===== src/logic/cave_pkg.sv =====
package cave_pkg;

  //////////////////////////////////////////////////
  // Widths
  //////////////////////////////////////////////////

  // Menu status word from the host
  typedef logic [31:0] status_t;
  // Raw joystick word, one per player
  typedef logic [31:0] joystick_t;
  // Key event: toggle, pressed, unused, scan code
  typedef logic [10:0] ps2_event_t;
  typedef logic [7:0]  scan_code_t;
  // Aspect ratio term for the scaler
  typedef logic [11:0] aspect_t;

  // PLL reset hold time after lock loss
  localparam int PLL_RESET_CYCLES_DEFAULT = 256;

  // Key event bits
  localparam int PS2_TOGGLE  = 10;
  localparam int PS2_PRESSED = 9;

  // Joystick word bits
  localparam int JOY_RIGHT   = 0;
  localparam int JOY_LEFT    = 1;
  localparam int JOY_DOWN    = 2;
  localparam int JOY_UP      = 3;
  localparam int JOY_BTN_LSB = 4;
  localparam int JOY_START   = 8;
  localparam int JOY_COIN    = 9;
  localparam int JOY_PAUSE   = 10;

  //////////////////////////////////////////////////
  // Scan codes, set 2
  //////////////////////////////////////////////////

  localparam scan_code_t KEY_UP    = 8'h75;
  localparam scan_code_t KEY_DOWN  = 8'h72;
  localparam scan_code_t KEY_LEFT  = 8'h6b;
  localparam scan_code_t KEY_RIGHT = 8'h74;
  localparam scan_code_t KEY_CTRL  = 8'h14;
  localparam scan_code_t KEY_ALT   = 8'h11;
  localparam scan_code_t KEY_SHIFT = 8'h12;
  localparam scan_code_t KEY_SPACE = 8'h29;
  localparam scan_code_t KEY_1     = 8'h16;
  localparam scan_code_t KEY_2     = 8'h1e;
  localparam scan_code_t KEY_5     = 8'h2e;
  localparam scan_code_t KEY_6     = 8'h36;
  localparam scan_code_t KEY_A     = 8'h1c;
  localparam scan_code_t KEY_S     = 8'h1b;
  localparam scan_code_t KEY_Q     = 8'h15;
  localparam scan_code_t KEY_R     = 8'h2d;
  localparam scan_code_t KEY_F     = 8'h2b;
  localparam scan_code_t KEY_D     = 8'h23;
  localparam scan_code_t KEY_G     = 8'h34;
  localparam scan_code_t KEY_P     = 8'h4d;
  localparam scan_code_t KEY_W     = 8'h1d;

  //////////////////////////////////////////////////
  // Status word fields
  //////////////////////////////////////////////////

  localparam int ST_RESET      = 0;
  localparam int ST_ASPECT_LSB = 1;
  localparam int ST_ROTATE     = 3;
  localparam int ST_FLIP       = 4;
  localparam int ST_FX_LSB     = 5;
  localparam int ST_COMPAT     = 8;
  localparam int ST_SERVICE    = 9;
  localparam int ST_LAYER_LSB  = 10;
  localparam int ST_GAME_LSB   = 18;
  localparam int ST_OFFX_LSB   = 24;
  localparam int ST_OFFY_LSB   = 28;

  //////////////////////////////////////////////////
  // Structs
  //////////////////////////////////////////////////

  // One player's controls, 11 bits
  typedef struct packed {
    logic       up;
    logic       down;
    logic       left;
    logic       right;
    logic [3:0] buttons;
    logic       start;
    logic       coin;
    logic       pause;
  } player_t;

  // Scaler settings, 28 bits
  typedef struct packed {
    aspect_t    arx;
    aspect_t    ary;
    logic [1:0] scanline;
    logic       scandoubler;
    logic       hq2x;
  } video_opt_t;

  // Core settings, 24 bits
  // layer_enable bit 0 is sprites, bit 7 the system framebuffer
  typedef struct packed {
    logic [3:0] offset_x;
    logic [3:0] offset_y;
    logic       rotate;
    logic       flip;
    logic       compatibility;
    logic       service;
    logic [7:0] layer_enable;
    logic [3:0] game_index;
  } core_opt_t;

endpackage


===== src/logic/reset_sequencer.sv =====
module reset_sequencer
  import cave_pkg::*;
#(
  parameter int PLL_RESET_CYCLES = PLL_RESET_CYCLES_DEFAULT,
  parameter int SYNC_STAGES      = 2
) (
  input  logic    clk_sys,
  input  logic    RESET,
  input  logic    pll_locked,
  input  status_t status,
  input  logic    user_reset,
  output logic    rst_pll,
  output logic    rst_sys,
  output logic    rst_cpu
);

  // Counter wide enough for the load value
  localparam int CNT_W = $clog2(PLL_RESET_CYCLES + 1);
  localparam logic [CNT_W-1:0] CNT_LOAD = CNT_W'(PLL_RESET_CYCLES - 1);

  //////////////////////////////////////////////////
  // PLL reset stretcher
  //////////////////////////////////////////////////

  logic             locked_q;
  logic             lock_lost;
  logic [CNT_W-1:0] pll_cnt;

  // Lock seen high last edge, low now
  assign lock_lost = locked_q & ~pll_locked;

  always_ff @(posedge clk_sys or posedge RESET) begin
    if (RESET) begin
      // Start as unlocked so power-up is not a loss
      locked_q <= 1'b0;
      rst_pll  <= 1'b0;
      pll_cnt  <= '0;
    end else begin
      locked_q <= pll_locked;
      if (lock_lost) begin
        // New loss restarts the full hold time
        rst_pll <= 1'b1;
        pll_cnt <= CNT_LOAD;
      end else if (pll_cnt != '0) begin
        pll_cnt <= pll_cnt - CNT_W'(1);
      end else begin
        rst_pll <= 1'b0;
      end
    end
  end

  //////////////////////////////////////////////////
  // System and CPU reset synchronizers
  //////////////////////////////////////////////////

  logic                   sys_cause;
  logic                   cpu_cause;
  logic [SYNC_STAGES-1:0] sys_sr;
  logic [SYNC_STAGES-1:0] cpu_sr;

  assign sys_cause = RESET | ~pll_locked;
  // CPU also held by menu reset and user button
  assign cpu_cause = sys_cause | status[ST_RESET] | user_reset;

  // Assert at once, release after SYNC_STAGES edges
  always_ff @(posedge clk_sys or posedge sys_cause) begin
    if (sys_cause) begin
      sys_sr <= '1;
    end else begin
      // Shift zeros toward the output stage
      sys_sr <= sys_sr << 1;
    end
  end

  always_ff @(posedge clk_sys or posedge cpu_cause) begin
    if (cpu_cause) begin
      cpu_sr <= '1;
    end else begin
      cpu_sr <= cpu_sr << 1;
    end
  end

  assign rst_sys = sys_sr[SYNC_STAGES-1];
  assign rst_cpu = cpu_sr[SYNC_STAGES-1];

  //////////////////////////////////////////////////
  // Checks
  //////////////////////////////////////////////////

  // PLL reset drops exactly the hold time after the last lock loss
  a_pll_hold : assert property (
    @(posedge clk_sys) disable iff (RESET)
    $fell(rst_pll) |-> $past(lock_lost, PLL_RESET_CYCLES + 1)
  );

endmodule


===== src/logic/control_decoder.sv =====
module control_decoder
  import cave_pkg::*;
(
  input  logic       clk_sys,
  input  logic       RESET,
  input  ps2_event_t ps2_key,
  input  joystick_t  joystick_0,
  input  joystick_t  joystick_1,
  output player_t    player_1,
  output player_t    player_2
);

  // Held state of every mapped key
  typedef struct packed {
    logic up;
    logic down;
    logic left;
    logic right;
    logic ctrl;
    logic alt;
    logic shift;
    logic space;
    logic k1;
    logic k2;
    logic k5;
    logic k6;
    logic a;
    logic s;
    logic q;
    logic r;
    logic f;
    logic d;
    logic g;
    logic p;
    logic w;
  } keys_t;

  //////////////////////////////////////////////////
  // Key event tracking
  //////////////////////////////////////////////////

  logic       last_toggle;
  logic       new_event;
  logic       pressed;
  scan_code_t code;
  keys_t      keys;

  // Host flips the toggle bit once per event
  assign new_event = ps2_key[PS2_TOGGLE] ^ last_toggle;
  assign pressed   = ps2_key[PS2_PRESSED];
  assign code      = ps2_key[7:0];

  always_ff @(posedge clk_sys or posedge RESET) begin
    if (RESET) begin
      last_toggle <= 1'b0;
      keys        <= '0;
    end else begin
      last_toggle <= ps2_key[PS2_TOGGLE];
      if (new_event) begin
        // Unmapped codes fall through untouched
        case (code)
          KEY_UP:    keys.up    <= pressed;
          KEY_DOWN:  keys.down  <= pressed;
          KEY_LEFT:  keys.left  <= pressed;
          KEY_RIGHT: keys.right <= pressed;
          KEY_CTRL:  keys.ctrl  <= pressed;
          KEY_ALT:   keys.alt   <= pressed;
          KEY_SHIFT: keys.shift <= pressed;
          KEY_SPACE: keys.space <= pressed;
          KEY_1:     keys.k1    <= pressed;
          KEY_2:     keys.k2    <= pressed;
          KEY_5:     keys.k5    <= pressed;
          KEY_6:     keys.k6    <= pressed;
          KEY_A:     keys.a     <= pressed;
          KEY_S:     keys.s     <= pressed;
          KEY_Q:     keys.q     <= pressed;
          KEY_R:     keys.r     <= pressed;
          KEY_F:     keys.f     <= pressed;
          KEY_D:     keys.d     <= pressed;
          KEY_G:     keys.g     <= pressed;
          KEY_P:     keys.p     <= pressed;
          KEY_W:     keys.w     <= pressed;
          default: ;
        endcase
      end
    end
  end

  //////////////////////////////////////////////////
  // Player merge
  //////////////////////////////////////////////////

  // Player 1 on arrows and left-hand modifiers
  always_comb begin
    player_1.up         = keys.up    | joystick_0[JOY_UP];
    player_1.down       = keys.down  | joystick_0[JOY_DOWN];
    player_1.left       = keys.left  | joystick_0[JOY_LEFT];
    player_1.right      = keys.right | joystick_0[JOY_RIGHT];
    player_1.buttons[0] = keys.ctrl  | joystick_0[JOY_BTN_LSB];
    player_1.buttons[1] = keys.alt   | joystick_0[JOY_BTN_LSB + 1];
    player_1.buttons[2] = keys.space | joystick_0[JOY_BTN_LSB + 2];
    player_1.buttons[3] = keys.shift | joystick_0[JOY_BTN_LSB + 3];
    player_1.start      = keys.k1    | joystick_0[JOY_START];
    player_1.coin       = keys.k5    | joystick_0[JOY_COIN];
    player_1.pause      = keys.p     | joystick_0[JOY_PAUSE];
  end

  // Player 2 on the RDFG cluster, no pause key
  always_comb begin
    player_2.up         = keys.r     | joystick_1[JOY_UP];
    player_2.down       = keys.f     | joystick_1[JOY_DOWN];
    player_2.left       = keys.d     | joystick_1[JOY_LEFT];
    player_2.right      = keys.g     | joystick_1[JOY_RIGHT];
    player_2.buttons[0] = keys.a     | joystick_1[JOY_BTN_LSB];
    player_2.buttons[1] = keys.s     | joystick_1[JOY_BTN_LSB + 1];
    player_2.buttons[2] = keys.q     | joystick_1[JOY_BTN_LSB + 2];
    player_2.buttons[3] = keys.w     | joystick_1[JOY_BTN_LSB + 3];
    player_2.start      = keys.k2    | joystick_1[JOY_START];
    player_2.coin       = keys.k6    | joystick_1[JOY_COIN];
    player_2.pause      = joystick_1[JOY_PAUSE];
  end

  // Host must present a known toggle once out of reset
  a_toggle_known : assert property (
    @(posedge clk_sys) disable iff (RESET)
    !$isunknown(ps2_key[PS2_TOGGLE])
  );

endmodule


===== src/logic/option_decoder.sv =====
module option_decoder
  import cave_pkg::*;
(
  input  logic       clk_sys,
  input  logic       RESET,
  input  status_t    status,
  input  logic       forced_scandoubler,
  output video_opt_t video_opt,
  output core_opt_t  core_opt
);

  //////////////////////////////////////////////////
  // Field extraction
  //////////////////////////////////////////////////

  logic [1:0] aspect;
  logic [2:0] fx;
  logic [2:0] fx_m1;
  logic       rotate;
  video_opt_t video_nxt;
  core_opt_t  core_nxt;

  assign aspect = status[ST_ASPECT_LSB +: 2];
  assign fx     = status[ST_FX_LSB +: 3];
  assign fx_m1  = fx - 3'd1;
  assign rotate = status[ST_ROTATE];

  //////////////////////////////////////////////////
  // Video options
  //////////////////////////////////////////////////

  always_comb begin
    // Original aspect, swapped for a rotated screen
    if (aspect == 2'd0) begin
      video_nxt.arx = rotate ? aspect_t'(3) : aspect_t'(4);
      video_nxt.ary = rotate ? aspect_t'(4) : aspect_t'(3);
    end else begin
      // Fullscreen and custom ratios, ary zero selects preset
      video_nxt.arx = aspect_t'(aspect) - aspect_t'(1);
      video_nxt.ary = '0;
    end
    // fx 0 none, 1 HQ2x, 2 to 4 CRT levels
    video_nxt.scanline    = (fx != 3'd0) ? fx_m1[1:0] : 2'd0;
    video_nxt.scandoubler = (fx != 3'd0) | forced_scandoubler;
    video_nxt.hq2x        = (fx == 3'd1);
  end

  //////////////////////////////////////////////////
  // Core options
  //////////////////////////////////////////////////

  always_comb begin
    core_nxt.offset_x      = status[ST_OFFX_LSB +: 4];
    core_nxt.offset_y      = status[ST_OFFY_LSB +: 4];
    core_nxt.rotate        = rotate;
    core_nxt.flip          = status[ST_FLIP];
    core_nxt.compatibility = status[ST_COMPAT];
    core_nxt.service       = status[ST_SERVICE];
    // Menu bits are disables, core wants enables
    core_nxt.layer_enable  = ~status[ST_LAYER_LSB +: 8];
    core_nxt.game_index    = status[ST_GAME_LSB +: 4];
  end

  // One cycle of latency on both structs
  always_ff @(posedge clk_sys or posedge RESET) begin
    if (RESET) begin
      video_opt <= '0;
      core_opt  <= '0;
    end else begin
      video_opt <= video_nxt;
      core_opt  <= core_nxt;
    end
  end

  // HQ2x needs the doubler and no scanline overlay
  a_hq2x_doubled : assert property (
    @(posedge clk_sys) disable iff (RESET)
    video_opt.hq2x |-> (video_opt.scandoubler && video_opt.scanline == 2'd0)
  );

endmodule


===== src/logic/cave_ctrl_top.sv =====
module cave_ctrl_top
  import cave_pkg::*;
#(
  parameter int PLL_RESET_CYCLES = PLL_RESET_CYCLES_DEFAULT,
  parameter int SYNC_STAGES      = 2
) (
  // Clock and reset
  input  logic       clk_sys,
  input  logic       RESET,
  input  logic       pll_locked,
  // Host side
  input  status_t    status,
  input  logic       user_reset,
  input  logic       forced_scandoubler,
  input  ps2_event_t ps2_key,
  input  joystick_t  joystick_0,
  input  joystick_t  joystick_1,
  // Generated resets
  output logic       rst_pll,
  output logic       rst_sys,
  output logic       rst_cpu,
  // Core side
  output player_t    player_1,
  output player_t    player_2,
  output video_opt_t video_opt,
  output core_opt_t  core_opt
);

  //////////////////////////////////////////////////
  // Resets
  //////////////////////////////////////////////////

  reset_sequencer #(
    .PLL_RESET_CYCLES (PLL_RESET_CYCLES),
    .SYNC_STAGES      (SYNC_STAGES)
  ) u_reset_sequencer (
    .clk_sys    (clk_sys),
    .RESET      (RESET),
    .pll_locked (pll_locked),
    .status     (status),
    .user_reset (user_reset),
    .rst_pll    (rst_pll),
    .rst_sys    (rst_sys),
    .rst_cpu    (rst_cpu)
  );

  //////////////////////////////////////////////////
  // Controls
  //////////////////////////////////////////////////

  // Cleared by RESET only, independent of generated resets
  control_decoder u_control_decoder (
    .clk_sys    (clk_sys),
    .RESET      (RESET),
    .ps2_key    (ps2_key),
    .joystick_0 (joystick_0),
    .joystick_1 (joystick_1),
    .player_1   (player_1),
    .player_2   (player_2)
  );

  //////////////////////////////////////////////////
  // Options
  //////////////////////////////////////////////////

  option_decoder u_option_decoder (
    .clk_sys            (clk_sys),
    .RESET              (RESET),
    .status             (status),
    .forced_scandoubler (forced_scandoubler),
    .video_opt          (video_opt),
    .core_opt           (core_opt)
  );

endmodule


===== config.mk =====
export PLATFORM = sky130hd
export DESIGN_NAME = cave_ctrl_top
export DESIGN_NICKNAME = d
export VERILOG_FILES = /design/src/logic/cave_pkg.sv /design/src/logic/reset_sequencer.sv /design/src/logic/control_decoder.sv /design/src/logic/option_decoder.sv /design/src/logic/cave_ctrl_top.sv
export SDC_FILE = /design/constraint.sdc
export NUM_CORES = 1
export LEC_CHECK = 0
export BUFFER_PORTS_ARGS = -buffer_cell sky130_fd_sc_hd__buf_4
export CAP_MARGIN = 20
export CORE_ASPECT_RATIO = 1.4
export CORE_MARGIN = 3
export CORE_UTILIZATION = 25
export CTS_BUF_LIST = sky130_fd_sc_hd__clkbuf_4
export DETAILED_ROUTE_END_ITERATION = 10
export GPL_ROUTABILITY_DRIVEN = 0
export SYNTH_ARGS = -nofsm -noshare
export SYNTH_HDL_FRONTEND = slang
export SYNTH_HIERARCHICAL = 1
export SYNTH_SLANG_ARGS = --single-unit

===== constraint.sdc =====
create_clock -name clk_sys -period 2.3 [get_ports clk_sys]
set_clock_uncertainty 0.05 [all_clocks]
set_input_delay 0.345 -clock clk_sys [delete_from_list [all_inputs] [get_ports clk_sys]]
set_output_delay 0.345 -clock clk_sys [all_outputs]
set_load 0.005 [all_outputs]

==> key figures <==
Run status
  • Status: finished clean

Power
  • VDD IR max: around 0.31 mV
  • LEAKAGE: around 2.2 nW
  • Pwr Density: roughly 570 nW/um2

Finish
  • Layout fillers: between 1,000 and 1,500
  • FF+latch area: 1780 um2
  • Area growth, synth to finish: 48.7%
  • Fin cells: ~560
  • Nets: between 500 and 600
  • Share of cells above drive strength 1: a little over two fifths
  • Finished Cell Area: roughly 4500 um2
  • Final core occ: about two fifths
  • Area of the multi-input gates: 1060 um2
  • Ant. Diodes: 0

Hold path
  • Hold Crit Class: in -> reg

Timing
  • Final Max Tran Viols: 0
  • Period utilisation layout: roughly nine tenths
  • RSZ-0062 raised after global routing: no
  • Achievable Freq: approximately 0.49 GHz
  • Setup violations, final: 0
  • Slew HR: between 50% and 60%
  • Setup TNS: 0 ps
  • Tightest Pin Transition: between 600 and 700 ps
  • Minimum clock period: about 2000 ps
  • Hold_ws: between 70 and 80 ps
  • Final hold vios: 0

Yosys
  • Top_reg_cell synth: dfrtp_1
  • Most frequent cell after synthesis: dfrtp_1
  • Gate Count Post-Synth: approximately 250
  • Top-area cell type share of the netlist area: around 55%
  • Number of synthesized register bits: 71
  • Syn. warnings: 6
  • Synth cell types: 44
  • Sequential fraction of the synthesis area: slightly below 60%
  • Largest area contributor in the netlist: dfrtp_1
  • Area contributors post-synth: dfrtp_1, mux2_1, buf_4, or2_2, dfstp_2
  • Synth Area per Inst: roughly 12 um2
  • Ys async rst share: 100%
  • Post-synth EDFFs: 0
  • Mapped Area: roughly 3000 um2
  • Commonest cells in the netlist: dfrtp_1, mux2_1, or2_2, buf_4, inv_1

Detailed routing
  • Met3 WL post-DR: 692 um
  • Met2 wire len: between 3 and 4 mm
  • Final WL: between 7 and 8 mm
  • Met1 wire length: ~2.7 mm
  • Vias/cell: roughly 4.3
  • DRC: 0
  • Via count: ~2,400
  • Top sig layer: met4
  • DR WL/cell: roughly 13 um
  • TritonRoute pass-1 iters: 6
  • Iter 0 DRT Violations: 48
  • Post-DRT Antenna Nets: 0

Clock tree
  • Clk_lat worst skew: ~400 ps
  • Clock Tree Buf Depth: 2
  • Num CTS Buffers: 9
  • Post-CTS Hold Fix Bufs: 27
  • CTS clk-pin slew, worst paths: between 100 and 150 ps
  • # Post-CTS Setup Buffers: 0
  • CTS H-tree lvls: 3
  • TritonCTS clock tree: done
  • Root buf cell: clkbuf_4
  • Post-cts repair resize count: 0
  • Clock sinks: roughly 70

Setup path
  • WS Path Type: reg -> reg
  • R2R Setup Slk: approximately 270 ps
  • Largest stage delay on the critical path: between 500 and 600 ps
  • CP Launch Type: flip-flop
  • Peak fanout along the critical path: 6
  • CP bufs+invs: 1
  • Worst path slowest cell: or4b_1
  • WP data arrival: approximately 2300 ps
  • Critical Path RT: between 2000 and 3000 ps
  • Cell family with most CP delay: simple AND/OR/NAND/NOR gates
  • CP Capture Type: flip-flop
  • Critical Path, Cell by Cell: inv_1 -> ha_1 -> or4b_1 -> nor3_1 -> o211ai_1

Floorplan
  • DIE AREA: around 13,000 um2
  • I/O pins: roughly 190
  • Initial Util: between 20% and 30%
  • Chip width: slightly below 100 um
  • CORE AREA: approximately 12,000 um2
  • Chip height: ~140 um
  • Rows: 46

GRT
  • Largest net degree at the start of global routing: 35
  • First-pass GRT wire length: around 12 mm
  • Vias in the first global route: 2,499
  • Total GRT Usage: 10.9%
  • Initial antenna violation count: 0
  • Global route overflow: 0

Placed design
  • Dpl hpwl: 5.47 mm
  • Port Buf Inserts: between 100 and 150
  • Placed inst area: about 4000 um2
  • Dpl cells: around 520

Flow run
  • Max cap viols: 0
==> logic make-up (layout without fill, tap and decap cells) <==
| kind of cell | count (synthesis) | after routing | share of synthesized area [%] |
|---|---|---|---|
| buffers and inverters | 39 | 194 | 7.31 |
| other | 2 | 12 | 0.248 |
| xor gates and xnor gates | 1 | 1 | 0.289 |
| DFF | 71 | 71 | 58.8 |
| adders and majority gates | 1 | 1 | 0.413 |
| and+or+nand+nor | 95 | 95 | 21.0 |
| muxes | 22 | 22 | 8.13 |
| AOI/OAI and AO/OA | 18 | 18 | 3.80 |
==> registers in the layout (all words and copies together) (netlist names) <==
register and count:
u_control_decoder/keys 21, u_control_decoder/last_toggle 1, u_option_decoder/core_opt 24, u_option_decoder/video_opt 10
u_reset_sequencer/cpu_sr 2, u_reset_sequencer/locked_q 1, u_reset_sequencer/pll_cnt 9, u_reset_sequencer/rst_pll 1
u_reset_sequencer/sys_sr 2
==> worst min-delay path, stage by stage <==
cell and delay (ps):
buf_4 70, nor2_1 30, nand2_1 50
==> power by group <==
group | internal [W] | total (W) | leakage [nW] | switching, W
clock | 0.000322 | 0.000767 | 0.0691 | 0.000445
combinational | 0.000252 | 0.000422 | 1.28 | 0.000170
sequential | 0.00133 | 0.00139 | 0.858 | 0.0000596
==> layout make-up <==
| class | count | area share (%) |
|---|---|---|
| Clock inverter | 7 | 1.42 |
| Multi-Input combinational cell | 149 | 23.6 |
| Sequential cell | 71 | 39.5 |
| Clock buffer | 9 | 1.50 |
| Inverter | 15 | 1.25 |
| Timing Repair Buffer | 163 | 28.7 |
| Tap cell | 144 | 4.00 |
==> cells in the final DEF (no fill, tap or decap), types with 4 or more instances in the layout <==
cell,instances
dlygate4sd3_1,27
mux2_1,21
nor2b_1,9
nand4_1,13
inv_1,15
clkbuf_4,9
dfstp_2,4
nor2_1,10
and2_1,4
o21ai_0,7
conb_1,12
or2_2,21
dfrtp_1,67
buf_4,136
nand3_1,10
==> final timing paths <==
path                                                   start                             to  depth (start not counted)
worst max register to register  u_reset_sequencer/pll_cnt[0]   u_reset_sequencer/pll_cnt[5]                          5
min in group asynchronous                         user_reset    u_reset_sequencer/cpu_sr[0]                          2
worst min register to register   u_reset_sequencer/cpu_sr[0]    u_reset_sequencer/cpu_sr[1]                          0
worst max-delay path            u_reset_sequencer/pll_cnt[0]   u_reset_sequencer/pll_cnt[5]                          5
worst min-delay path                      forced_scandoubler  u_option_decoder/video_opt[1]                          3
max in group asynchronous                              RESET    u_reset_sequencer/cpu_sr[1]                          4
==> metal layers <==
layer,vias up,track usage (%)
li1,1153,-
met1,1140,12.1
met2,116,18.5
met3,9,3.44
met4,0,5.92
met5,-,0
==> per-stage QoR <==
| stage | power (W) | setup WS, ps |
|---|---|---|
| finish | 0.00258 | 271 |
| global route | 0.00273 | 92.7 |
| CTS | 0.00263 | 244 |
| detailed placement | 0.00180 | 236 |
| global placement | 0.00179 | 316 |
| floorplan | 0.00158 | 547 |
Power figures use the tool's default switching activity.
